`src/mandelPkg.sv`:
```
`default_nettype none

package mandelPkg;

  ////////////////////////////////////////
  // Widths
  ////////////////////////////////////////
  localparam int coordW  = 36;           // 4 integer bits + 32 fraction bits
  localparam int addrW   = 19;           // Enough for 640 x 480
  localparam int screenXW = 10;
  localparam int screenYW = 9;
  localparam int colorW  = 3;
  localparam int iterW   = 7;
  localparam int zoomW   = 5;

  typedef logic signed [coordW-1:0]   coordT;   // Plane coordinate
  typedef logic        [addrW-1:0]    pixAddrT; // Column + row * width
  typedef logic        [screenXW-1:0] screenXT; // Pixel column
  typedef logic        [screenYW-1:0] screenYT; // Pixel row
  typedef logic        [colorW-1:0]   colorT;
  typedef logic        [iterW-1:0]    iterT;
  typedef logic        [zoomW-1:0]    zoomT;    // Right shift of the base step

  ////////////////////////////////////////
  // Fixed-point constants
  ////////////////////////////////////////
  localparam int fracBits = 32;

  // 3/640 * 2^32, truncated
  localparam coordT stepBase = 36'sd20132659;

  // 4.0 in plane format, escape radius squared
  localparam coordT escapeLimit = 36'sh4_0000_0000;

  localparam iterT maxIter = 7'd100;       // Points surviving this are in the set

  ////////////////////////////////////////
  // Processor pool
  ////////////////////////////////////////
  localparam int numProcs = 4;
  localparam int procIdxW = $clog2(numProcs);

  typedef logic [procIdxW-1:0] procIdxT;   // Arbiter pointer

  // One point to evaluate, 91 bits
  typedef struct packed {
    coordT   coordX;  // Real part of c
    coordT   coordY;  // Imaginary part of c
    pixAddrT pixAddr; // Destination in frame buffer
  } coordJobT;

  // One finished pixel, 22 bits
  typedef struct packed {
    pixAddrT pixAddr;
    colorT   color;
  } pixResultT;

endpackage

`default_nettype wire

```
`src/loadBalancer.sv`:
```
`timescale 1ns/1ps
`default_nettype none

module loadBalancer
  import mandelPkg::*;
(
  input  logic                clk,
  input  logic                rst,
  input  logic                jobVal,
  input  coordJobT            job,
  output logic                jobRdy,
  input  logic [numProcs-1:0] procRdy,   // Free processors
  output logic [numProcs-1:0] procStart, // One-hot dispatch
  output coordJobT            procJob    // Shared by all processors
);

  coordJobT            jobReg;
  logic                full;
  logic [numProcs-1:0] pick;   // Lowest free processor
  logic                dispatch;

  assign jobRdy   = !full;     // Accept only when empty
  assign procJob  = jobReg;
  assign dispatch = full && (|procRdy);
  assign procStart = full ? pick : '0;

  // Priority pick, index 0 wins
  always_comb
  begin
    pick = '0;
    for (int i = numProcs - 1; i >= 0; i--)
    begin
      if (procRdy[i])
        pick = '0;
      if (procRdy[i])
        pick[i] = 1'b1;        // Lower index overrides
    end
  end

  always_ff @(posedge clk)
  begin
    if (rst)
      full <= 1'b0;
    else if (dispatch)
      full <= 1'b0;            // Frees on start edge
    else if (jobVal && !full)
      full <= 1'b1;
  end

  // Job payload
  always_ff @(posedge clk)
  begin
    if (jobVal && !full)
      jobReg <= job;
  end

endmodule

`default_nettype wire

```
`config.mk`:
```
export PLATFORM = sky130hd
export DESIGN_NAME = loadBalancer
export DESIGN_NICKNAME = d
export VERILOG_FILES = /design/src/mandelPkg.sv /design/src/loadBalancer.sv
export SDC_FILE = /design/constraint.sdc
export NUM_CORES = 1
export LEC_CHECK = 0
export BUFFER_PORTS_ARGS = -buffer_cell sky130_fd_sc_hd__clkbuf_2
export CORE_ASPECT_RATIO = 1.4
export CORE_MARGIN = 2
export CORE_UTILIZATION = 44
export CTS_BUF_LIST = sky130_fd_sc_hd__clkbuf_4 sky130_fd_sc_hd__clkbuf_8 sky130_fd_sc_hd__clkbuf_16
export CTS_CLUSTER_DIAMETER = 150
export CTS_CLUSTER_SIZE = 28
export DETAILED_ROUTE_END_ITERATION = 7
export HOLD_SLACK_MARGIN = 0.03
export PLACE_DENSITY = 0.84
export SLEW_MARGIN = 10
export SYNTH_ARGS = -nofsm -noshare
export SYNTH_HDL_FRONTEND = slang
export SYNTH_SLANG_ARGS = --single-unit
export TNS_END_PERCENT = 1
```
`constraint.sdc`:
```
create_clock -name clk -period 9.2 [get_ports clk]
set_input_delay 1.84 -clock clk [delete_from_list [all_inputs] [get_ports clk]]
set_output_delay 1.84 -clock clk [all_outputs]
set_load 0.005 [all_outputs]
```
== Word level (Yosys, flattened, before mapping) ==
Index checks and enable logic that the tools add are counted.

* Register bits: 92
* Input port bits: 98
* Output and inout bits: 96
* Logic and storage cells: 17

* Multiplexer cells: 8
* Reductions and logical operators: 5

{| class="wikitable"
|+ Operators with widths
! cell !! number
|-
| 2-to-1 mux 4 bit || 4
|-
| 2-to-1 mux 1 bit || 4
|-
| OR reduction 4 bit || 1
|-
| logical AND 1 bit || 2
|-
| OR reduction 2 bit || 1
|-
| logical NOT 1 bit || 1
|}

== Logic depth before layout (Yosys ltp) ==
* Depth after elaboration: 8
* Mapped depth: 2
* Depth with buffers taken out: 2

== Worst setup path before layout ==
OpenSTA, ideal clock, no wires.

* Kind: input -> register
* Start point: input jobVal
* End point: register full
* Setup time: 0.074 ns
* Arrival time: 6.354 ns
* Required time: 9.126 ns
* Slack: 2.772 ns
* Cell stages on the path: 2
* Path buffers: 0
* Cell sequence: nor2b_1 a22o_1

* Cells in the longest elaborated chain, start to end: 1

{| class="wikitable"
|+ Ends and longest elaborated chain
! item !! RTL line !! RTL
|-
| start: declaration || loadBalancer.sv:9 || <nowiki>input logic jobVal,</nowiki>
|-
| logical AND 1 bit || loadBalancer.sv:46 || <nowiki>else if (jobVal && !full)</nowiki>
|-
| end signal: assignment || loadBalancer.sv:43 || <nowiki>full <= 1'b0;</nowiki>
|-
| end signal: assignment || loadBalancer.sv:45 || <nowiki>full <= 1'b0;</nowiki>
|-
| end signal: assignment || loadBalancer.sv:47 || <nowiki>full <= 1'b1;</nowiki>
|-
| end: declaration || loadBalancer.sv:18 || <nowiki>logic full;</nowiki>
|}

No other way between the ends.
A chain may end at the register's enable or synchronous reset.

== Final worst setup path ==
* Start point: input procRdy[0]
* End point: output procStart[3]

* Cells in the longest elaborated chain, start to end: 2

{| class="wikitable"
|+ Ends and longest elaborated chain
! item !! RTL line !! RTL
|-
| start: declaration || loadBalancer.sv:12 || <nowiki>input logic [numProcs-1:0] procRdy,</nowiki>
|-
| 2-to-1 mux 4 bit || loadBalancer.sv:33 || <nowiki>if (procRdy[i])</nowiki>
|-
| 2-to-1 mux 4 bit || loadBalancer.sv:25 || <nowiki>assign procStart = full ? pick : '0;</nowiki>
|-
| end: declaration || loadBalancer.sv:13 || <nowiki>output logic [numProcs-1:0] procStart,</nowiki>
|}

No other way between the ends.

==> impl_metrics.tcl <==
set metrics [dict create \
    drive_gt1_share_pct 68.6 \
    grt_overflow 0 \
    drv_slew 0 \
    crit_type "primary input to primary output" \
    crit_arrival_ns 2.58 \
    syn_area_sq_mm 0.00282 \
    fin_crit_ns 4.42 \
    drv_cap 0 \
    hold_buffers 0 \
    holdPathStages 2 \
    r2r_slack_ns 7.46 \
    num_vias 1781 \
    antenna_found_initial 0 \
    vdd_drop_max_uv 161 \
    synth_edf_count 91 \
    r2r_end "procJob[37]$_DFFE_PP_" \
    reg2regPathDepth 2 \
    viasPerCell 4.64 \
    num_io_pins 194 \
    startpoint_type "primary input" \
    gp_congestion 0.785 \
    seq_power_share_pct 61.9 \
    cts_tree "yes" \
    route.detailed.drc 0 \
    timing.rr.start "full$_SDFFE_PP0P_" \
    grt_pass1_vias 1780 \
    htreeDepth 3 \
    fin_nets 405 \
    fillers 425 \
    synthMostInstantiatedCell "edfxtp_1" \
    wl_per_cell_microns 16.3 \
    cp-end-kind "primary output" \
    grt_pass1_wl_mm 8.94 \
    grt_max_degree 93 \
    yosys_register_bits 92 \
    post_cts_resized 0 \
    die_width_microns 71.7 \
    tightestPinTransition_ns 1.08 \
    core_sq_mm 0.00621 \
    ys_seq_area_share_pct 97.5 \
    yosys-top-cells-area "edfxtp_1 97%, dfxtp_1 0.71%, nor4b_2 0.53%" \
    wirelength_mm 6.26 \
    dieArea_sq_mm 0.00708 \
    drt_iter0_markers 87 \
    syn_nets 200 \
    clk_latency_ns 0.35 \
    skew_ns 0.00698 \
    rsz0062_at_grt "false" \
    cts_root_buf "clkbuf_8" \
    rows 34 \
    status "completed" \
    fmaxAchievable_ghz 0.226 \
    internal-power_mw 0.624 \
    min-delay-start "full$_SDFFE_PP0P_" \
    cts_inserted_buffers 9 \
    synth_ff_type "edfxtp_1" \
    fp.dieH_microns 98.8 \
    p_switching_mw 0.180 \
    critPathRequiredTime_ns 7.36 \
    place_area_sq_mm 0.00389 \
    firstDrtPassIters 4 \
    relSlewSlack_pct 27.8 \
    combPwrFrac_pct 7.4 \
    yosysWarnings 0 \
    fin_setup_tns_ns 0 \
    cp_max_fo 4 \
    cts.sinks 92 \
    finalSetupViolations 0 \
    min_to "full$_SDFFE_PP0P_" \
    syn_avg_cell_area_sq_um 27.7 \
    hp-class "flip-flop to flip-flop" \
    synthDistinctLibCells 12 \
    yosys.area.top_type "edfxtp_1" \
    post_cts_buffers 0 \
    synth_top_area_share_pct 96.8 \
    clk_pin_slew_ns 0.09 \
    fin_area_sq_mm 0.00408 \
    async_flop_share_pct 0 \
    pwr-share-clk_pct 30.7 \
    area.growth.synth_to_final_pct 44.4 \
    synthCells 102 \
    portBuffers 193 \
    antenna_left 0 \
    clk_path_buf_depth 2 \
    diodes 0 \
    p_leak_nw 1.81 \
    hold_viol_final 0 \
    post-route-period-util_pct 48.1 \
    initial_utilization_pct 45.5 \
    switching_share_pct 22.4 \
    power_density_mw_per_mm2 197 \
    grt_use_total_pct 17.5 \
]
==> worst max-delay path, stage by stage <==
cell and delay [ns]:
clkbuf_2 0.11, nor4b_2 0.31, and2_1 0.19, clkbuf_2 0.12
==> flip-flops by register name (all words and copies together) (netlist names) <==
signal,cells
full,1
procJob,91
==> layer usage <==
metal	global-route usage (%)	share of wire (%)
met1	17.7	33
met4	11.0	2.3
met5	0	0
met3	5.42	9.3
met2	30.6	55
==> per-stage QoR <==
stage | hold WS, ns | setup WS, ns | instances | utilization [%] | total power, mW
floorplan | 0.678 | 2.77 | 102 | - | 0.521
global placement | 0.735 | 4.84 | 368 | 62.7 | 0.564
detailed placement | 0.774 | 4.78 | 368 | 62.7 | 0.568
CTS | 0.791 | 4.78 | 384 | 65.7 | 0.814
global route | 0.825 | 4.72 | 384 | 65.7 | 0.833
finish | 0.785 | 4.78 | 384 | 65.7 | 0.803
==> worst max path at each step <==
stage               startpoint           endpoint  slack, ns
global route        procRdy[0]       procStart[3]       4.72
floorplan               jobVal  full$_SDFFE_PP0P_       2.77
global placement    procRdy[0]       procStart[3]       4.84
finish              procRdy[0]       procStart[3]       4.78
CTS                 procRdy[0]       procStart[3]       4.78
detailed placement  procRdy[0]       procStart[3]       4.78
==> layout make-up <==
type	count	area, sq um	share of cell area, %
Sequential cell	92	2750	67.5
Timing Repair Buffer	194	973	23.9
Clock buffer	9	124	3.04
Tap cell	72	90.1	2.21
Multi-Input combinational cell	8	71.3	1.75
Clock inverter	7	60.1	1.47
Inverter	2	7.51	0.184
==> layout by cell type, fill, tap and decap left out, drive strengths merged <==
master and instances:
and2 2, edfxtp 91, nor2 1, a22o 1, dfxtp 1, buf 1, nor2b 1, inv 5
clkinv 2, nor3b 1, clkbuf 202, nor4b 2, clkinvlp 2
==> power by group through the flow <==
stage,clock network [mW],registers [mW],logic (mW)
6_report,0.246,0.498,0.0593
5_1_grt,0.269,0.500,0.0646
4_1_cts,0.255,0.498,0.0604
3_5_place_dp,0,0.508,0.0603
3_3_place_gp,0,0.506,0.0579
2_1_floorplan,0,0.512,0.00903
==> cell families (layout without fill, tap and decap cells) <==
group,count (synthesis),in the layout,share of synthesized area (%)
AOI/OAI and AO/OA,1,1,0.310
and+or+nand+nor,7,7,1.95
DFF,92,92,97.5
buffers and inverters,2,212,0.266
No activity file was read; power rests on OpenSTA's default activity.
