<file path="config.mk">
export PLATFORM = sky130hd
export DESIGN_NAME = coordGenerator
export DESIGN_NICKNAME = d
export VERILOG_FILES = /design/src/mandelPkg.sv /design/src/coordGenerator.sv
export SDC_FILE = /design/constraint.sdc
export NUM_CORES = 1
export LEC_CHECK = 0
export ABC_AREA = 1
export BUFFER_PORTS_ARGS = -buffer_cell sky130_fd_sc_hd__clkbuf_2
export CAP_MARGIN = 25
export CORE_UTILIZATION = 55
export CTS_BUF_LIST = sky130_fd_sc_hd__clkbuf_4 sky130_fd_sc_hd__clkbuf_8 sky130_fd_sc_hd__clkbuf_16
export CTS_CLUSTER_DIAMETER = 100
export DETAILED_ROUTE_END_ITERATION = 6
export GPL_ROUTABILITY_DRIVEN = 0
export MAX_ROUTING_LAYER = met4
export PLACE_DENSITY = 0.77
export SYNTH_ARGS = -nofsm -noshare
export SYNTH_HDL_FRONTEND = slang
export SYNTH_SLANG_ARGS = --single-unit
</file>
<file path="constraint.sdc">
create_clock -name clk -period 5 [get_ports clk]
set_input_delay 1 -clock clk [delete_from_list [all_inputs] [get_ports clk]]
set_output_delay 1 -clock clk [all_outputs]
set_load 0.05 [all_outputs]
</file>
<file path="src/mandelPkg.sv">
`default_nettype none

package mandelPkg;

  ////////////////////////////////////////
  // Widths
  ////////////////////////////////////////
  localparam int coordW  = 36;           // 4 integer bits + 32 fraction bits
  localparam int addrW   = 19;           // Enough for 640 x 480
  localparam int screenXW = 10;
  localparam int screenYW = 9;
  localparam int colorW  = 3;
  localparam int iterW   = 7;
  localparam int zoomW   = 5;

  typedef logic signed [coordW-1:0]   coordT;   // Plane coordinate
  typedef logic        [addrW-1:0]    pixAddrT; // Column + row * width
  typedef logic        [screenXW-1:0] screenXT; // Pixel column
  typedef logic        [screenYW-1:0] screenYT; // Pixel row
  typedef logic        [colorW-1:0]   colorT;
  typedef logic        [iterW-1:0]    iterT;
  typedef logic        [zoomW-1:0]    zoomT;    // Right shift of the base step

  ////////////////////////////////////////
  // Fixed-point constants
  ////////////////////////////////////////
  localparam int fracBits = 32;

  // 3/640 * 2^32, truncated
  localparam coordT stepBase = 36'sd20132659;

  // 4.0 in plane format, escape radius squared
  localparam coordT escapeLimit = 36'sh4_0000_0000;

  localparam iterT maxIter = 7'd100;       // Points surviving this are in the set

  ////////////////////////////////////////
  // Processor pool
  ////////////////////////////////////////
  localparam int numProcs = 4;
  localparam int procIdxW = $clog2(numProcs);

  typedef logic [procIdxW-1:0] procIdxT;   // Arbiter pointer

  // One point to evaluate, 91 bits
  typedef struct packed {
    coordT   coordX;  // Real part of c
    coordT   coordY;  // Imaginary part of c
    pixAddrT pixAddr; // Destination in frame buffer
  } coordJobT;

  // One finished pixel, 22 bits
  typedef struct packed {
    pixAddrT pixAddr;
    colorT   color;
  } pixResultT;

endpackage

`default_nettype wire

</file>
<file path="src/coordGenerator.sv">
`timescale 1ns/1ps
`default_nettype none

module coordGenerator
  import mandelPkg::*;
#(
  parameter int frameWidth  = 640,
  parameter int frameHeight = 480
)
(
  input  logic     clk,
  input  logic     rst,
  input  logic     draw,        // Start of frame strobe
  input  zoomT     zoom,
  input  coordT    upperLeftX,
  input  coordT    upperLeftY,
  input  logic     jobRdy,      // From load balancer
  output logic     jobVal,
  output coordJobT job
);

  screenXT col;
  screenYT row;
  coordT   step;    // Distance between neighbor pixels
  coordT   startX;  // Row restart value for real part
  coordT   curX;
  coordT   curY;
  pixAddrT addr;    // Running linear address

  logic xfer;
  logic lastCol;
  logic lastPix;

  assign xfer    = jobVal && jobRdy;
  assign lastCol = (col == screenXT'(frameWidth - 1));
  assign lastPix = lastCol && (row == screenYT'(frameHeight - 1));

  assign job = '{coordX: curX, coordY: curY, pixAddr: addr};

  // Scan control
  always_ff @(posedge clk)
  begin
    if (rst)
    begin
      jobVal <= 1'b0;
      col    <= '0;
      row    <= '0;
    end
    else if (!jobVal && draw) // Draw ignored mid-frame
    begin
      jobVal <= 1'b1;
      col    <= '0;
      row    <= '0;
    end
    else if (xfer)
    begin
      if (lastPix)
        jobVal <= 1'b0;       // Frame done
      else if (lastCol)
      begin
        col <= '0;
        row <= row + 1'b1;
      end
      else
        col <= col + 1'b1;
    end
  end

  // Coordinate stepping, adds instead of multiplies
  always_ff @(posedge clk)
  begin
    if (!jobVal && draw)
    begin
      step   <= stepBase >> zoom;
      startX <= upperLeftX;
      curX   <= upperLeftX;
      curY   <= upperLeftY;
      addr   <= '0;
    end
    else if (xfer)
    begin
      addr <= addr + 1'b1;    // Row-major, so address just counts
      if (lastCol)
      begin
        curX <= startX;       // Back to left edge
        curY <= curY + step;
      end
      else
        curX <= curX + step;
    end
  end

endmodule

`default_nettype wire

</file>
# --- Word level (Yosys, flattened, before mapping) ---
# Index checks and enable logic that the tools add are counted.
totals:
  ff_bits: 183
  out_inout_bits: 92
  wordCells: 39
op_classes:
  addsub: 5
  n_eq_ne: 2
  n_shift: 1
  n_mux: 10
  bitwise: 1
  n_reduce_logical: 12
op_table:
  columns: ["cell", "count"]
  rows:
  - ["$mux W36", 6]
  - ["$add A36 B36 Y36", 2]
  - ["$shr A25 B5 Y36 const A", 1]
  - ["$add A19 B1 Y19 const B", 1]
  - ["$add A10 B1 Y10 const B", 1]
  - ["$eq A10 B10 Y1 const B", 1]
  - ["$mux W10", 1]
  - ["$add A9 B1 Y9 const B", 1]
  - ["$eq A9 B9 Y1 const B", 1]
  - ["$reduce_and A2 Y1", 3]
  - ["$reduce_bool A2 Y1", 3]
  - ["$logic_and A1 B1 Y1", 3]
  - ["$mux W1", 3]
  - ["$reduce_and A3 Y1", 1]
  - ["$reduce_or A2 Y1", 1]
  - ["$logic_not A1 Y1", 1]
  - ["$not A1 Y1", 1]

# --- Logic depth before layout (Yosys ltp) ---
logic_depth:
  ltp_word: 5
  ltp_mapped: 15

# --- Worst setup path before layout ---
# OpenSTA, ideal clock, no wires.
synth_path:
  kind: "input-to-reg"
  from: "input port draw"
  to: "register startX[0] (enable)"
  setup_ps: 449
  arrival_ps: 3120
  required_ps: 4551
  slack_ps: 1431
  stages: 3
  path_cell_list: "inv_1 nor2_2 clkbuf_1"
synth_via:
  elab_chain_cells: 1
synth_rtl:
  columns: ["item", "line_no", "source"]
  rows:
  - ["from (decl)", "coordGenerator.sv:13", "input logic draw,"]
  - ["$logic_and A1 B1 Y1", "coordGenerator.sv:72", "if (!jobVal && draw)"]
  - ["to (signal assigned)", "coordGenerator.sv:75", "startX <= upperLeftX;"]
  - ["to (decl)", "coordGenerator.sv:25", "coordT startX;"]
# Every way passes these cells.
# A chain may end at the register's enable or synchronous reset.

# --- Worst setup path in the final report ---
layout_path:
  from: "register col[0]"
  to: "register curY[22] (enable)"
layout_via:
  elab_chain_cells: 3
layout_rtl:
  columns: ["item", "line_no", "source"]
  rows:
  - ["from (decl)", "coordGenerator.sv:22", "screenXT col;"]
  - ["from (signal assigned)", "coordGenerator.sv:65", "col <= col + 1'b1;"]
  - ["$eq A10 B10 Y1", "coordGenerator.sv:35", "assign lastCol = (col == screenXT'(frameWidth - 1));"]
  - ["$reduce_bool A2 Y1 (no source line)", null, null]
  - ["$reduce_and A2 Y1 (no source line)", null, null]
  - ["to (signal assigned)", "coordGenerator.sv:77", "curY <= upperLeftY;"]
  - ["to (signal assigned)", "coordGenerator.sv:86", "curY <= curY + step;"]
  - ["to (decl)", "coordGenerator.sv:27", "coordT curY;"]
# Every way passes these cells.

==> run metrics <==
status=finished with violations; failing checks=DRC; # rows=52; Slowest Stage Delay on Critical Path=0.43 ns; Worst setup EP type=register; relative slew slack=42.5%; Starting Density=56.3%; non-filler cells, final=1991; Slowest cell on crit path=buf_4; Clock Skew=0.0130 ns; Util after Layout=64.7%; Flop pwr share=38.7%; Post-synth top flop=edfxtp_1; crit path cell chain=ha_1, inv_1, nor4_4, nand2_4, clkinv_4, nand2_1, nand2_1, buf_4; worst vdd ir=0.000240 V; CTS tree=done; crit path launch type=register; Sw Ratio=38.5%; Iteration-0 DRC Markers=906; Period minus WS final=2.76 ns; DR DRC count=1; Pwr Density=356 mW/mm^2; synth warn=0; Critical Path AT=2.83 ns; synth top area cells=edfxtp_1, nand2_1, dfxtp_1, inv_1, ha_1; most frequent CP cell=nand2_1; area leader, netlist=edfxtp_1; post-cts gate resize count=0; Layout area overhead=14.8%; vias per cell=5.46; vias in the first global route=10200; worst-path fanout max=60; asr flop ratio synth=0%; syn_nets=1678; Clock Sinks=172; Routed WL=30300 um; Hold WC Path Type=reg2reg; setup slack after layout=2.24 ns; Post-Synth XOR/XNOR Area=2.29%; GR Overflow Total=0; CP required=5.07 ns; H-Tree Depth=4; clk_lat worst skew=0.44 ns; largest family of logic cells by synthesized area=simple AND/OR/NAND/NOR gates; layout cells sized above 1=14.7%; post-synthesis simple-gate area fraction=30.5%; mux share of post-synthesis cell area=0%; pins over their slew limit=0; cts hold-fix bufs=0; die width=146 um; internal power=2880 uW; I/O Buffers=172; pre-CTS setup slack=1.72 ns; P_leak=0.00626 uW; per-cell routed wire length=15.2 um; Seq/Total Area, Yosys=41.6%; Yosys cell types=53; initial antenna violation count=1; Final period util=55.2%; clk slew on worst S/H paths=0.07 ns; Cells after DPL=1957; worst slew pin tran=0.861 ns; total global-route track usage=29.6%; EDFF count, synth=133; unrepaired setup endpoints after global routing=no; area share of the largest cell type after synthesis=34.8%; Synth Area in Adders=6.46%; Synth Instances=1539; largest net degree at the start of global routing=96; die area=0.0214 mm^2; Comb pwr share=33.3%; crit path kind=reg2reg; core area=0.0204 mm^2; drt first pass iters=7; MaxCap Viol Count=0; most frequent cells after synthesis=nand2_1, inv_1, edfxtp_1; CTS Buf Count=17; Final ANT Viol Nets=0; Max Clock Freq=362 MHz; # Post-CTS Setup Buffers=0; Nets=1846; compound-gate portion of the synthesized area=11.1%; final setup vio count=0; Avg Inst Size Synth=7.45 um^2; first-pass GRT wire length=48900 um; final hold violations=0; most frequent cell after synthesis=nand2_1; CTS max path bufs=2; Post-Syn Area=0.0115 mm^2; synthesized flop and latch total=172; Clk pwr share=28.0%; Root Driver=clkbuf_16; Vias=10900; TNS Setup=0 ns; IO Pins=173; P_sw=1810 uW; chip height=146 um; DP HPWL=22800 um
## layout make-up
| cell class | count | area, um^2 |
|---|---|---|
| sequential | 172 | 4770 |
| clock buffer | 22 | 493 |
| clock inverter | 10 | 76.3 |
| inverter | 204 | 776 |
| timing repair buffer | 178 | 926 |
| antenna | 1 | 2.50 |
| multi-input combinational | 1134 | 5780 |
| fill | 1771 | 7190 |
| tap | 270 | 338 |
## power groups by stage
| stage | logic (uW) | clock network (uW) | registers [uW] |
|---|---|---|---|
| 6_report | 1560 | 1310 | 1820 |
| 5_1_grt | 1720 | 1370 | 1830 |
| 4_1_cts | 1540 | 1320 | 1820 |
| 3_5_place_dp | 1530 | 0 | 1850 |
| 3_3_place_gp | 1510 | 0 | 1850 |
| 2_1_floorplan | 861 | 0 | 2120 |
## stage by stage
step / power [uW] / cell area [um^2] / hold slack [ns]
4_1_cts: 4680 / 13100 / 0.484
5_1_grt: 4930 / 13200 / 0.502
3_3_place_gp: 3350 / 12600 / 0.456
2_1_floorplan: 2980 / 11500 / 0.458
6_report: 4690 / 13200 / 0.480
3_5_place_dp: 3380 / 12600 / 0.471
## sequential cells by signal, indices dropped and copies added, names as in the netlist
signal	cells
col	10
jobVal	1
row	9
addr	19
curX	36
curY	36
startX	36
step	25
## worst max-delay path: cells and delay by family (launching register included)
| family | cells | cell delay (ns) |
|---|---|---|
| AND/OR/NAND/NOR | 4 | 0.89 |
| buffers and inverters | 3 | 0.83 |
| flip-flops | 1 | 0.42 |
| adder cells (fa/ha/maj) | 1 | 0.17 |
## placed cells by master (no fill, tap or decap), types with 4 or more instances in the layout
master and n:
nand2_1 470, inv_1 192, clkbuf_2 172, edfxtp_1 133
nor2_1 126, nand3_1 119, a21oi_1 100, o21ai_0 95
ha_1 56, dfxtp_1 39, nor3_1 24, nand4_1 20
clkbuf_16 18, xor2_1 15, xnor2_1 15, o21ai_1 14
o21bai_1 7, a31oi_1 7, inv_2 6, nand2_2 5
o21a_1 5, nor4_1 5, or2_2 5, buf_4 5
nor2_4 4, nand2_4 4, nand3b_1 4, or2_0 4
clkinv_4 4, clkinv_1 4, inv_4 4
## routing by layer
| layer | global-route usage, % | share of wire, % | up-vias |
|---|---|---|---|
| met2 | 45.9 | 46 | 433 |
| met3 | 5.75 | 7.7 | 62 |
| met1 | 38.3 | 44 | 4929 |
| met4 | 11.5 | 2.9 | 0 |
| li1 | - | - | 5438 |
| met5 | - | 0 | - |
## path summary, 6_finish.rpt
path | from | to | slack, ns | depth (start not counted)
worst max-delay path | col[0]$_SDFFE_PP0P_ | curY[22]$_DFFE_PP_ | 2.24 | 8
worst min-delay path | addr[18]$_SDFFE_PP0P_ | addr[18]$_SDFFE_PP0P_ | 0.48 | 2
worst max register to register | col[0]$_SDFFE_PP0P_ | curY[22]$_DFFE_PP_ | 2.24 | 8
worst min register to register | addr[18]$_SDFFE_PP0P_ | addr[18]$_SDFFE_PP0P_ | 0.48 | 2
## cell families after synthesis
logic type | count (synthesis)
AND/OR/NAND/NOR | 806
AO/OA/AOI/OAI | 240
XOR/XNOR | 30
flip-flops | 172
adder cells (fa/ha/maj) | 58
buffers and inverters | 233
No activity file was read; power rests on OpenSTA's default activity.
